<file path="src/mem_pkg.sv">
// shared address map, cache geometry and bus encodings for the memory front end
// imported by every rtl file and by the testbench for the address map
`default_nettype none

package mem_pkg;

  localparam int ADDR_WIDTH    = 32;
  localparam int RAM_ADDR_BITS = 18; // 128 KB ram plus the io window at 17:16

  // cache geometry
  localparam int BLOCK_WIDTH = 1; // 2 instructions per block
  localparam int BLOCK_BYTES = 4 << BLOCK_WIDTH;
  localparam int CACHE_WIDTH = 8;
  localparam int BLOCK_NUM   = 1 << CACHE_WIDTH;
  localparam int TAG_BITS    = RAM_ADDR_BITS - CACHE_WIDTH - BLOCK_WIDTH - 2; // bits 17:11

  localparam int INST_WIDTH       = 32;
  localparam int BLOCK_DATA_WIDTH = 8 * BLOCK_BYTES; // widest engine transfer

  // mem_a[17:16] == 2'b11 selects io
  localparam logic [1:0] IO_SEL = 2'd3;

  // byte count of a transfer, 1 to 8
  localparam int COUNT_WIDTH = 4;

  // who owns the bus transfer
  typedef enum logic {
    SRC_ICACHE = 1'b0,
    SRC_DATA   = 1'b1
  } req_src_t;

  typedef enum logic {
    OP_READ  = 1'b0,
    OP_WRITE = 1'b1
  } mem_op_t;

endpackage

`default_nettype wire
</file>
<file path="src/mem_arbiter.sv">
// shares the byte engine between icache refills and the data port
// ties go to the requester not served last, done is routed back to the owner
`timescale 1ns/1ps
`default_nettype none

module mem_arbiter
  import mem_pkg::*;
(
  input  logic                        clk_in,
  input  logic                        rst_in,

  input  logic                        refill_req,
  input  logic [ADDR_WIDTH-1:0]       refill_addr,
  output logic                        refill_done,
  output logic [BLOCK_DATA_WIDTH-1:0] refill_data,

  input  logic                        data_req,
  input  logic                        data_wr,
  input  logic [COUNT_WIDTH-1:0]      data_width,
  input  logic [ADDR_WIDTH-1:0]       data_addr,
  input  logic [31:0]                 data_wdata,
  output logic                        data_done,
  output logic [31:0]                 data_rdata,

  output logic                        start,
  output mem_op_t                     op,
  output logic [ADDR_WIDTH-1:0]       addr,
  output logic [COUNT_WIDTH-1:0]      count,
  output logic [BLOCK_DATA_WIDTH-1:0] wdata,
  input  logic                        busy,
  input  logic                        done,
  input  logic [BLOCK_DATA_WIDTH-1:0] rdata
);

  req_src_t    last_src; // updated when a transfer completes
  req_src_t    owner;    // requester of the transfer in flight
  req_src_t    pick;
  logic [31:0] width_mask;

  // last-served rule
  always_comb begin
    if (data_req && (!refill_req || last_src == SRC_ICACHE)) begin
      pick = SRC_DATA;
    end else begin
      pick = SRC_ICACHE;
    end
  end

  assign start = !busy && (refill_req || data_req);

  always_comb begin
    if (pick == SRC_DATA) begin
      op    = data_wr ? OP_WRITE : OP_READ;
      addr  = data_addr;
      count = data_width;
      wdata = BLOCK_DATA_WIDTH'(data_wdata);
    end else begin
      op    = OP_READ; // refill is always a whole block read
      addr  = refill_addr;
      count = COUNT_WIDTH'(BLOCK_BYTES);
      wdata = '0;
    end
  end

  always_ff @(posedge clk_in) begin
    if (rst_in) begin
      last_src <= SRC_DATA; // icache wins the first tie
      owner    <= SRC_DATA;
    end else begin
      if (start) owner <= pick;
      if (done)  last_src <= owner;
    end
  end

  always_comb begin
    case (data_width)
      COUNT_WIDTH'(1): width_mask = 32'h0000_00ff;
      COUNT_WIDTH'(2): width_mask = 32'h0000_ffff;
      default:         width_mask = 32'hffff_ffff;
    endcase
  end

  assign refill_done = done && (owner == SRC_ICACHE);
  assign refill_data = rdata;
  assign data_done   = done && (owner == SRC_DATA);
  assign data_rdata  = rdata[31:0] & width_mask; // zero-extended load
endmodule

`default_nettype wire

</file>
<file path="config.mk">
export PLATFORM = sky130hd
export DESIGN_NAME = mem_arbiter
export DESIGN_NICKNAME = d
export VERILOG_FILES = /design/src/mem_pkg.sv /design/src/mem_arbiter.sv
export SDC_FILE = /design/constraint.sdc
export NUM_CORES = 1
export LEC_CHECK = 0
export ABC_CLOCK_PERIOD_IN_PS = 1590
export BUFFER_PORTS_ARGS = -buffer_cell sky130_fd_sc_hd__buf_2
export CAP_MARGIN = 10
export CORE_AREA = 2 2 143 145
export DETAILED_ROUTE_END_ITERATION = 10
export DIE_AREA = 0 0 145 147
export GPL_ROUTABILITY_DRIVEN = 0
export PLACE_DENSITY_LB_ADDON = 0.1
export REMOVE_ABC_BUFFERS = 1
export SLEW_MARGIN = 20
export SYNTH_ARGS = -nofsm -noshare
export SYNTH_HDL_FRONTEND = slang
export SYNTH_SLANG_ARGS = --single-unit
</file>
<file path="constraint.sdc">
create_clock -name clk_in -period 1.59 [get_ports clk_in]
set_input_delay 0.318 -clock clk_in [delete_from_list [all_inputs] [get_ports clk_in]]
set_output_delay 0.318 -clock clk_in [all_outputs]
set_load 0.02 [all_outputs]
</file>
# ---- Word-level counts from Yosys, hierarchy flattened
# Index checks and enable logic that the tools add are counted.
dict set report word_totals {
  ff_bits 2
  wordCells 22
}
dict set report op_classes {
  n_bitwise 3
  n_eq_ne 2
  muxes 7
  n_reduce_logical 8
}
# cell n
set op_table {}
lappend op_table {{2-to-1 mux 32 bit} 2}
lappend op_table {{case mux 32 bit (2 select lines)} 1}
lappend op_table {{bitwise AND 32 bit} 1}
lappend op_table {{== test 4 x 1 -> 1 bit, second input constant} 1}
lappend op_table {{== test 4 x 2 -> 1 bit, second input constant} 1}
lappend op_table {{logical AND 1 bit} 4}
lappend op_table {{2-to-1 mux 4 bit} 1}
lappend op_table {{2-to-1 mux 1 bit} 3}
lappend op_table {{zero test 1 bit} 2}
lappend op_table {{logical OR 1 bit} 2}
lappend op_table {{NOT 1 bit} 2}

# ---- Longest topological paths before layout
dict set report depth {
  ltp_word 5
  mapped_depth 4
  depth_no_buf 3
}

# ---- Worst setup path after synthesis
# No wires, ideal clock.
dict set report synth_path {
  path_kind {input -> output}
  from {in data_req}
  to {out count[0]}
  cell_stages 4
  arrival_ps 1163
  slack_ps 109
  cell_sequence {a21boi_2 -> buf_2 -> clkbuf_2 -> and2_1}
}
dict set report synth_between {
  elab_chain_len 3
}
# item line
set synth_rtl {}
lappend synth_rtl {{start, declared} mem_arbiter.sv:17} ;# input logic data_req,
lappend synth_rtl {{logical AND 1 bit} mem_arbiter.sv:42} ;# if (data_req && (!refill_req || last_src == SRC_ICACHE)) begin
lappend synth_rtl {{2-to-1 mux 1 bit} mem_arbiter.sv:42}
lappend synth_rtl {{2-to-1 mux 4 bit} mem_arbiter.sv:52} ;# if (pick == SRC_DATA) begin
lappend synth_rtl {{end, declared} mem_arbiter.sv:28} ;# output logic [COUNT_WIDTH-1:0] count,
# No other way between the ends.

# ---- Worst setup path after layout
dict set report layout_path {
  from {reg last_src}
  to {out addr[5]}
}
dict set report layout_between {
  elab_chain_len 5
}
# item line
set layout_rtl {}
lappend layout_rtl {{start, declared} mem_arbiter.sv:35} ;# req_src_t last_src;
lappend layout_rtl {{start signal, assigned} mem_arbiter.sv:71} ;# if (done) last_src <= owner;
lappend layout_rtl {{NOT 1 bit} mem_arbiter.sv:42}
lappend layout_rtl {{logical OR 1 bit} mem_arbiter.sv:42}
lappend layout_rtl {{logical AND 1 bit} mem_arbiter.sv:42}
lappend layout_rtl {{2-to-1 mux 1 bit} mem_arbiter.sv:42}
lappend layout_rtl {{2-to-1 mux 32 bit} mem_arbiter.sv:52}
lappend layout_rtl {{end, declared} mem_arbiter.sv:27} ;# output logic [ADDR_WIDTH-1:0] addr,
# No other way between the ends.

==> metrics.yaml <==
status: "complete, but fails checks"
violations: "negative setup slack"
finalCritPeriodShare_pct: 115.3
clockBufferDepth: 2
yosys.area.top_type: "buf_4"
yosys_warnings: 0
end_kind: "primary output"
rows: 52
hold_ws_ns: 0.3001
drt_pass1_iterations: 4
synth_cell_types: 20
clk_latency_ns: 0.22
max_freq_mhz: 545.6
grt_pass1_wl_microns: 13630
netlist.area_leader.share_pct: 45.68
die-area_sq_um: 21320
synth_area_sq_um: 1709
cts_buffers: 3
wirelength_microns: 10410
slowest_delay_ns: 0.32
critPathKind: "reg -> out"
fin_ws_ns: -0.2428
drc: 0
antenna_found_initial: 2
p_leak_nw: 1.941
synthArstFlopShare_pct: 0
die_h_microns: 147
cts-root-buf: "clkbuf_16"
tritoncts: "yes"
post_drt_via_cell_ratio: 3.103
setup_viol: 66
ys_seq_area_share_pct: 2.343
crit_slowest_cell: "dfxtp_2"
clock-sinks: 2
cts.clk_slew.worst_paths_ns: 0.03
finalHoldViolCount: 0
synth_edf_count: 0
syn_avg_cell_area_sq_um: 7.664
grt_use_total_pct: 8.706
grt_max_degree: 13
nNetsFinal: 592
io-pin-count: 371
synth_top_cells_by_area: "buf_4 (46%), mux2_2 (21%), and2_1 (19%), nor2b_1 (2.9%), dfxtp_1 (2.3%)"
grt_pass1_vias: 2090
core_area_sq_um: 19840
cp-start-kind: "flip-flop"
path_max_fanout: 5
area_growth_pct: 113.0
crit_required_ns: 1.27
cpMostUsedCell: "buf_12"
ir_drop_mv: 1.067
h-tree-depth: 1
drt-wirelength-per-cell_microns: 15.09
nFillCells: 2225
fin_worst_skew_ns: 0.002500
rsz0062_at_grt: "yes"
synthCells: 223
ant_nets: 0
synthMuxAreaShare_pct: 21.08
synth_xor_area_share_pct: 0.5124
synth-compound-area-share_pct: 1.903
drtIter0Drc: 25
synth.cells.most_frequent: "buf_4 (104), and2_1 (53), mux2_2 (32)"
hp-class: "in -> reg"
synth_top_family_by_area: "buffers and inverters"
vias: 2141
synth_fa_ha_area_share_pct: 0
drv_cap: 0
worstPathArrival_ns: 1.51
final_area_sq_um: 3640
path_cells: "a21boi_4 -> buf_12 -> buf_12 -> buf_16 -> mux2_4 -> buf_6"
synth_flop_cell: "dfxtp_1"
fp.dieW_microns: 145
placed_area_sq_um: 2699
synth_simple_gate_area_share_pct: 25.62
grt_remaining_overflow: 0
dp_hpwl_microns: 8352
final.min_clock_period_ns: 1.833
port_buffers: 250
drive_above_1_share_pct: 84.25
powerDensity_nw_per_um2: 464.6
ys_ff_latch: 2
initial_core_util_pct: 8.613
synth_most_common_cell: "buf_4"
finalMaxSlewViolations: 0
## cell families (layout without fill, tap and decap cells)
group           count (synthesis)  in the layout
mux                            32             32
xor+xnor                        1              1
simple gates                   69             70
buf+inv                       114            278
other cells                     1             33
flops                           2              2
compound gates                  4              4
## sequential cells by signal (all words and copies together), names as in the netlist
register / flops
owner: 1
last_src: 1
## through the flow
| step | util, % | total power, mW | TNS, ns | setup slack (ns) | instances |
|---|---|---|---|---|---|
| final | 18.34 | 1.691 | -10.11 | -0.2428 | 690 |
| after global routing | 18.33 | 1.784 | -14.44 | -0.2939 | 689 |
| after CTS | 17.19 | 1.609 | -14.32 | -0.2703 | 690 |
| after detailed placement | 13.60 | 0.9780 | -6.998 | -0.1981 | 673 |
| after global placement | 13.60 | 0.9860 | -5.874 | -0.1514 | 673 |
| after floorplan | - | 0.5283 | -62.17 | -0.9592 | 142 |
## timing repair
item,in CTS,in global routing
cloned,5,1
setup endpoints to repair,85,92
buffers inserted,9,0
endpoints found under the hold margin,0,0
pin swaps,17,12
hold buffers,0,0
gates resized for setup,135,82
## critical path: cells and delay by family (launching register included)
family                 cells  cell delay (ns)
flip-flops                 1             0.32
AO/OA/AOI/OAI              1             0.14
buffers and inverters      4             0.52
multiplexers               1             0.30
## final timing paths
check | start | slack (ns) | depth (start not counted) | to
worst max register to register | last_src | 0.66 | 4 | owner
worst min-delay path | rst_in | 0.30 | 2 | last_src
worst min register to register | owner | 0.53 | 2 | owner
worst max-delay path | last_src | -0.24 | 6 | addr[5]
## final cells by class
cell class / count / area [sq um] / area share (%)
repair buffers: 273 / 2021 / 55.52
well taps: 270 / 337.8 / 9.282
flip-flops and latches: 2 / 41.29 / 1.134
diodes: 1 / 2.502 / 0.06875
multi-input cells: 139 / 1155 / 31.73
inverters: 2 / 7.507 / 0.2063
clock buffers: 3 / 75.07 / 2.063
## per-layer routing
layer	track usage, %	up-vias	share of wire [%]
met1	9.537	943	37
met5	3.409	-	0.88
li1	-	963	-
met2	13.02	225	43
met3	7.609	6	19
met4	0.4455	4	0.22
## power breakdown
part	leakage [nW]	internal [mW]	switching [mW]
combinational	1.89	0.659	0.605
sequential	0.0162	0.0543	0.00309
clock	0.0370	0.319	0.0507
total	1.94	1.03	0.659
## placed cells by master, fill, tap and decap left out, drive strengths merged, types with 3 or more instances in the layout
cell type	Yosys	routed
buf	109	272
mux2	32	32
clkbuf	3	4
nor2b	8	8
and2	53	53
conb	1	32
nor2	3	3
Power figures use the tool's default switching activity.
