<file path="src/mem_pkg.sv">
// shared address map, cache geometry and bus encodings for the memory front end
// imported by every rtl file and by the testbench for the address map
`default_nettype none

package mem_pkg;

  localparam int ADDR_WIDTH    = 32;
  localparam int RAM_ADDR_BITS = 18; // 128 KB ram plus the io window at 17:16

  // cache geometry
  localparam int BLOCK_WIDTH = 1; // 2 instructions per block
  localparam int BLOCK_BYTES = 4 << BLOCK_WIDTH;
  localparam int CACHE_WIDTH = 8;
  localparam int BLOCK_NUM   = 1 << CACHE_WIDTH;
  localparam int TAG_BITS    = RAM_ADDR_BITS - CACHE_WIDTH - BLOCK_WIDTH - 2; // bits 17:11

  localparam int INST_WIDTH       = 32;
  localparam int BLOCK_DATA_WIDTH = 8 * BLOCK_BYTES; // widest engine transfer

  // mem_a[17:16] == 2'b11 selects io
  localparam logic [1:0] IO_SEL = 2'd3;

  // byte count of a transfer, 1 to 8
  localparam int COUNT_WIDTH = 4;

  // who owns the bus transfer
  typedef enum logic {
    SRC_ICACHE = 1'b0,
    SRC_DATA   = 1'b1
  } req_src_t;

  typedef enum logic {
    OP_READ  = 1'b0,
    OP_WRITE = 1'b1
  } mem_op_t;

endpackage

`default_nettype wire
</file>
<file path="src/byte_engine.sv">
// moves 1 to 8 bytes over the 8-bit ram bus, little-endian, one byte per issue cycle
// reads capture mem_din a cycle after their address; io writes wait on io_buffer_full
// rdy_in low pauses issue only, bytes already in flight are still captured
`timescale 1ns/1ps
`default_nettype none

module byte_engine
  import mem_pkg::*;
(
  input  logic                        clk_in,
  input  logic                        rst_in,
  input  logic                        rdy_in,
  input  logic                        io_buffer_full,

  input  logic [7:0]                  mem_din,
  output logic [7:0]                  mem_dout,
  output logic [ADDR_WIDTH-1:0]       mem_a,
  output logic                        mem_wr,

  input  logic                        start,
  input  mem_op_t                     op,
  input  logic [ADDR_WIDTH-1:0]       addr,
  input  logic [COUNT_WIDTH-1:0]      count,
  input  logic [BLOCK_DATA_WIDTH-1:0] wdata,
  output logic                        busy,
  output logic                        done,
  output logic [BLOCK_DATA_WIDTH-1:0] rdata
);

  mem_op_t                     op_q;
  logic [ADDR_WIDTH-1:0]       addr_q;   // next byte address
  logic [COUNT_WIDTH-1:0]      count_q;
  logic [COUNT_WIDTH-1:0]      issue_cnt;
  logic [COUNT_WIDTH-1:0]      cap_cnt;
  logic [BLOCK_DATA_WIDTH-1:0] wdata_q;  // shifts out low byte first
  logic                        rd_issued; // mem_a carries a read address this cycle
  logic                        rd_valid;  // mem_din holds a requested byte this cycle
  logic                        io_stall;
  logic                        issue_ok;
  logic                        accept;

  assign accept = !busy && start;

  // io writes hold off while the uart buffer is full
  assign io_stall = (op_q == OP_WRITE) && (addr_q[RAM_ADDR_BITS-1 -: 2] == IO_SEL) &&
                    io_buffer_full;

  assign issue_ok = busy && !done && (issue_cnt != count_q) && rdy_in && !io_stall;

  always_ff @(posedge clk_in) begin
    if (rst_in) begin
      busy      <= 1'b0;
      done      <= 1'b0;
      mem_wr    <= 1'b0;
      mem_a     <= '0;
      rd_issued <= 1'b0;
      rd_valid  <= 1'b0;
      issue_cnt <= '0;
      cap_cnt   <= '0;
    end else begin
      done     <= 1'b0;
      rd_valid <= rd_issued;
      if (!busy) begin
        mem_wr    <= 1'b0;
        rd_issued <= 1'b0;
        if (start) begin
          busy      <= 1'b1;
          issue_cnt <= '0;
          cap_cnt   <= '0;
        end
      end else if (done) begin
        busy      <= 1'b0; // kept high through the done cycle
        mem_wr    <= 1'b0;
        rd_issued <= 1'b0;
      end else begin
        if (issue_ok) begin
          mem_a     <= addr_q;
          issue_cnt <= issue_cnt + COUNT_WIDTH'(1);
          mem_wr    <= (op_q == OP_WRITE);
          rd_issued <= (op_q == OP_READ);
        end else begin
          mem_wr    <= 1'b0; // mem_a keeps its last value
          rd_issued <= 1'b0;
        end

        if (rd_valid) begin
          cap_cnt <= cap_cnt + COUNT_WIDTH'(1);
          if (cap_cnt == count_q - COUNT_WIDTH'(1)) done <= 1'b1;
        end

        // last write byte was on the bus this cycle
        if (mem_wr && (issue_cnt == count_q)) done <= 1'b1;
      end
    end
  end

  // transfer parameters and data path
  always_ff @(posedge clk_in) begin
    if (accept) begin
      op_q    <= op;
      addr_q  <= addr;
      count_q <= count;
      wdata_q <= wdata;
      rdata   <= '0; // short reads come back zero-extended
    end else begin
      if (issue_ok) begin
        addr_q <= addr_q + ADDR_WIDTH'(1);
        if (op_q == OP_WRITE) begin
          mem_dout <= wdata_q[7:0];
          wdata_q  <= wdata_q >> 8;
        end
      end
      if (busy && rd_valid) begin
        rdata[8*cap_cnt +: 8] <= mem_din;
      end
    end
  end

endmodule

`default_nettype wire

</file>
<file path="config.mk">
export PLATFORM = sky130hd
export DESIGN_NAME = byte_engine
export DESIGN_NICKNAME = d
export VERILOG_FILES = /design/src/mem_pkg.sv /design/src/byte_engine.sv
export SDC_FILE = /design/constraint.sdc
export NUM_CORES = 1
export LEC_CHECK = 0
export ABC_AREA = 1
export BUFFER_PORTS_ARGS = -buffer_cell sky130_fd_sc_hd__buf_4
export CAP_MARGIN = 20
export CORE_ASPECT_RATIO = 1.5
export CORE_UTILIZATION = 50
export CTS_BUF_LIST = sky130_fd_sc_hd__clkbuf_8
export DETAILED_ROUTE_END_ITERATION = 6
export PLACE_DENSITY_LB_ADDON = 0.25
export SLEW_MARGIN = 20
export SYNTH_ARGS = -nofsm -noshare
export SYNTH_HDL_FRONTEND = slang
export SYNTH_SLANG_ARGS = --single-unit
</file>
<file path="constraint.sdc">
create_clock -name clk_in -period 8.4 [get_ports clk_in]
set_input_delay 1.68 -clock clk_in [delete_from_list [all_inputs] [get_ports clk_in]]
set_output_delay 1.68 -clock clk_in [all_outputs]
set_load 0.01 [all_outputs]
</file>
Yosys cells after proc, flatten, opt, wreduce, memory -nomap -nowiden:

Index checks and enable logic that the tools add are counted.

* register bits: 218
* input port bits: 114
* output and inout bits: 107
* logic and storage cells: 74

* $add $sub $neg: 5
* eq/ne operators: 7
* shift operators: 2
* multiplexer cells: 19
* bitwise logic cells: 5
* reductions and logical operators: 22

Operator list (number)
* two-way mux 64 bit: 3
* bitwise mux 64 bit: 1
* two-way mux 32 bit: 2
* variable shift 8 x 34 -> 64 bit (first input constant): 1
* indexed part select 8 x 34 -> 64 bit: 1
* negation 7 -> 34 bit: 1
* adder 32 x 1 -> 32 bit (second input constant): 1
* two-way mux 4 bit: 7
* AND reduction 3 bit: 4
* logical AND 1 bit: 9
* adder 4 x 1 -> 4 bit (second input constant): 2
* == test 4 bit: 2
* two-way mux 1 bit: 6
* nonzero test 2 bit: 3
* NOT 1 bit: 5
* != test 2 x 1 -> 1 bit (second input constant): 2
* != test 4 bit: 1
* OR reduction 4 bit: 1
* subtractor 4 x 1 -> 4 bit (second input constant): 1
* zero test 1 bit: 3
* OR reduction 3 bit: 1
* == test 2 bit (second input constant): 1
* != test 2 bit (second input constant): 1
* AND reduction 2 bit: 1

Logic depth before layout (Yosys ltp):

* depth after elaboration: 8
* gate-level depth with buffers: 13
* mapped depth without buffers: 11

Least setup slack after synthesis:

OpenSTA, ideal clock, no wires.

* path kind: in2reg
* start: input port rdy_in
* end: register wdata_q[0], enable pin
* setup time: 0.574 ns
* arrival: 6.649 ns
* data required time: 7.826 ns
* setup slack: 1.177 ns
* stages on the path: 5
* buffers on the path: 1
* cell sequence: nand2_1 a21oi_1 nand2_1 buf_2 o21ai_0

* cells in the longest elaborated chain, start to end: 4

RTL lines
* start: declaration: line byte_engine.sv:12 `input logic rdy_in,`
* logical AND 1 bit (2 in series): line byte_engine.sv:48 `assign issue_ok = busy && !done && (issue_cnt != count_q) && rdy_in && !io_stall;`
* nonzero test 2 bit (no source line)
* AND reduction 2 bit (no source line)
* end signal: assignment: line byte_engine.sv:103 `wdata_q <= wdata;`
* end signal: assignment: line byte_engine.sv:110 `wdata_q <= wdata_q >> 8;`
* end: declaration: line byte_engine.sv:35 `logic [BLOCK_DATA_WIDTH-1:0] wdata_q;`

Every way passes these cells.
A chain may end at the register's enable or synchronous reset.

Final worst setup path:

* start: input port start
* end: register addr_q[20], enable pin

* cells in the longest elaborated chain, start to end: 2

RTL lines
* start: declaration: line byte_engine.sv:20 `input logic start,`
* logical AND 1 bit: line byte_engine.sv:42 `assign accept = !busy && start;`
* nonzero test 2 bit (no source line)
* end signal: assignment: line byte_engine.sv:101 `addr_q <= addr;`
* end signal: assignment: line byte_engine.sv:107 `addr_q <= addr_q + ADDR_WIDTH'(1);`
* end: declaration: line byte_engine.sv:31 `logic [ADDR_WIDTH-1:0] addr_q;`

Every way passes these cells.

==> flow_metrics.tcl <==
set metrics [dict create \
    status "finished, final reports clean" \
    worstSkewPairLatency_ns 0.50 \
    tns_ns 0 \
    layout-drive-gt1-share_pct 20.7 \
    cap_violations 0 \
    rows 62 \
    drt_iter0_drc 545 \
    synthesis.nets 1347 \
    dr.pass1.iters 5 \
    hold_ws_ns 0.388 \
    fmax_mhz 265 \
    avgSynthCellArea_um2 8.10 \
    worst_pin_slew_ns 1.01 \
    wl_per_cell_um 14.2 \
    min_period_ns 3.77 \
    synth_ff_type "edfxtp_1" \
    cts_hold_buf 0 \
    ys_seq_area_share_pct 55.0 \
    reg2regPathDepth 7 \
    skew_ns 0.0269 \
    drc 0 \
    start_kind "input port" \
    grt_pass1_vias 7775 \
    grt_pass1_wl_um 38500 \
    layout.nets 1557 \
    finalSetupViolCount 0 \
    chipHeight_um 175 \
    holdPathStages 2 \
    cts_setup_buffers 0 \
    syn_to_final_growth_pct 25.6 \
    yosys.area.top_type "edfxtp_1" \
    gp_routability_congestion 0.925 \
    yosysUniqueCellTypes 37 \
    cts_sinks 218 \
    portBuffers 220 \
    required_ns 8.42 \
    power.share.sequential_pct 50.5 \
    ctsResizeCount 0 \
    critPathMaxFanout 100 \
    grt_max_degree 116 \
    syn-instance-count 1225 \
    swShare_pct 25.3 \
    grtUsageTotal_pct 24.2 \
    start_util_pct 51.4 \
    synth_top_area_share_pct 33.0 \
    htree_levels 2 \
    wirelength_um 24500 \
    diodes 0 \
    drt-vias-per-instance 4.97 \
    via_count 8525 \
    clk_pin_slew_ns 0.06 \
    pwr-share-clk_pct 37.7 \
    hold_violations 0 \
    synth_area_um2 9920 \
    arrival_ns 3.79 \
    synthArstFlopShare_pct 0 \
    ant_nets 0 \
    ys_warn_count 0 \
    antenna_found_initial 0 \
    core-area_um2 19300 \
    cell_internal_pwr_w 0.00188 \
    die_area_um2 20400 \
    rsz0062_at_grt "false" \
    numCtsBuffers 35 \
    endpoint_kind "register" \
    p_sw_w 0.000637 \
    synth-seq-cells 218 \
    clockBufferDepth 3 \
    synth_edf_count 109 \
    yosys-top-cells-area "edfxtp_1, dfxtp_1, nand2_1" \
    timing.final.crit_share_pct 44.9 \
    power.density_nw_per_um2 202 \
    crit_type "in2reg" \
    p_comb_share_pct 11.8 \
    slew_violations 0 \
    hold_class "reg2reg" \
    cts_tree "done" \
    die_width_um 117 \
    overflow 0 \
    n_fill_cell 1714 \
    vdd_drop_max_uv 128 \
    clock-root-buffer "clkbuf_8" \
    timing.slew.headroom_pct 32.7 \
    io_pins 221 \
    p_leak_nw 5.58 \
    finalPower_w 0.00252 \
    hpwl_um 16900 \
]
logic make-up after synthesis:
group	after synthesis	share of synthesized area, %
compound gates	130	6.92
xor+xnor	23	2.03
fa+ha+maj	8	1.01
buf+inv	137	5.61
flops	218	55.0
simple gates	709	29.5
worst max-delay path, stage by stage:
cell,delay [ns]
buf_4,0.13
nand2_4,0.34
buf_4,0.84
nand2_2,0.75
synth_stat cells, types with 2 or more instances:
cell type,instances
nand2_1,398
nor2_1,215
dfxtp_1,109
edfxtp_1,109
o21ai_0,91
inv_1,82
nand3_1,46
clkbuf_1,33
a21oi_1,28
nor3_1,12
xor2_1,12
xnor2_1,11
nand3b_1,9
nor2_4,9
ha_1,8
nand4_1,8
buf_2,7
buf_4,7
buf_1,3
inv_2,3
nand2_2,3
nand3_2,3
o211a_1,3
a211oi_1,2
nor2_2,2
path summary, 6_finish.rpt:
kind | start | endpoint | slack (ns)
worst max-delay path | start | addr_q[20] | 4.63
worst min-delay path | rd_issued | rd_valid | 0.39
worst max register to register | cap_cnt[0] | rdata[7] | 4.99
worst min register to register | rd_issued | rd_valid | 0.39
per-layer routing:
metal  part of all wire, %  wire length, µm  global-route usage, %  vias to the layer above
li1                      -                -                      -                     4352
met1                    39             9470                   27.8                     3887
met2                    52            12800                   43.3                      232
met3                   5.4             1310                   4.39                       54
met4                   3.5              857                   10.0                        0
met5                     0                0                      0                        -
layout by cell type, fill, tap and decap left out, types with 2 or more instances in the layout:
cell,count
nor3_1,12
nand2_1,396
clkbuf_8,44
a21oi_1,28
nand2_4,2
dfxtp_1,109
nor2_2,2
nor2_4,9
nor2_1,215
bufinv_16,2
nand4_1,8
nand3_1,46
clkinv_1,6
o211a_1,3
a211oi_1,2
nand2_2,4
nand3_2,3
nand3b_1,9
inv_1,88
edfxtp_1,109
ha_1,8
buf_4,223
clkinv_2,4
o21ai_0,90
xnor2_1,11
xor2_1,12
inv_2,3
area by class of cell:
type | count | area [µm²] | share of cell area, %
clock buffer | 44 | 606 | 4.86
inverter | 86 | 324 | 2.60
multi-input combinational | 870 | 3930 | 31.6
sequential | 218 | 5460 | 43.8
tap | 256 | 320 | 2.57
timing repair buffer | 224 | 1690 | 13.5
clock inverter | 19 | 136 | 1.09
metrics by stage:
stage	area, µm²	setup WS [ns]	utilization, %	instances
after global routing	12500	4.42	64.5	1717
final	12500	4.63	64.5	1717
after CTS	12500	4.60	64.5	1717
after detailed placement	11700	4.08	60.6	1654
after floorplan	9920	1.18	-	1225
after global placement	11700	4.10	60.6	1654
sequential cells by signal, indices dropped and copies added, names as in the netlist:
register / cells
rdata: 64
mem_dout: 8
cap_cnt: 4
count_q: 4
op_q: 1
mem_wr: 1
rd_valid: 1
busy: 1
issue_cnt: 4
rd_issued: 1
wdata_q: 64
mem_a: 32
addr_q: 32
done: 1
power by group through the flow:
stage / registers [W] / logic [W] / clock network [W]
finish: 0.00127 / 0.000297 / 0.000948
floorplan: 0.00129 / 0.000178 / 0
global route: 0.00128 / 0.000338 / 0.00102
global placement: 0.00129 / 0.000292 / 0
CTS: 0.00127 / 0.000301 / 0.000972
detailed placement: 0.00129 / 0.000299 / 0
Power figures use the tool's default switching activity.
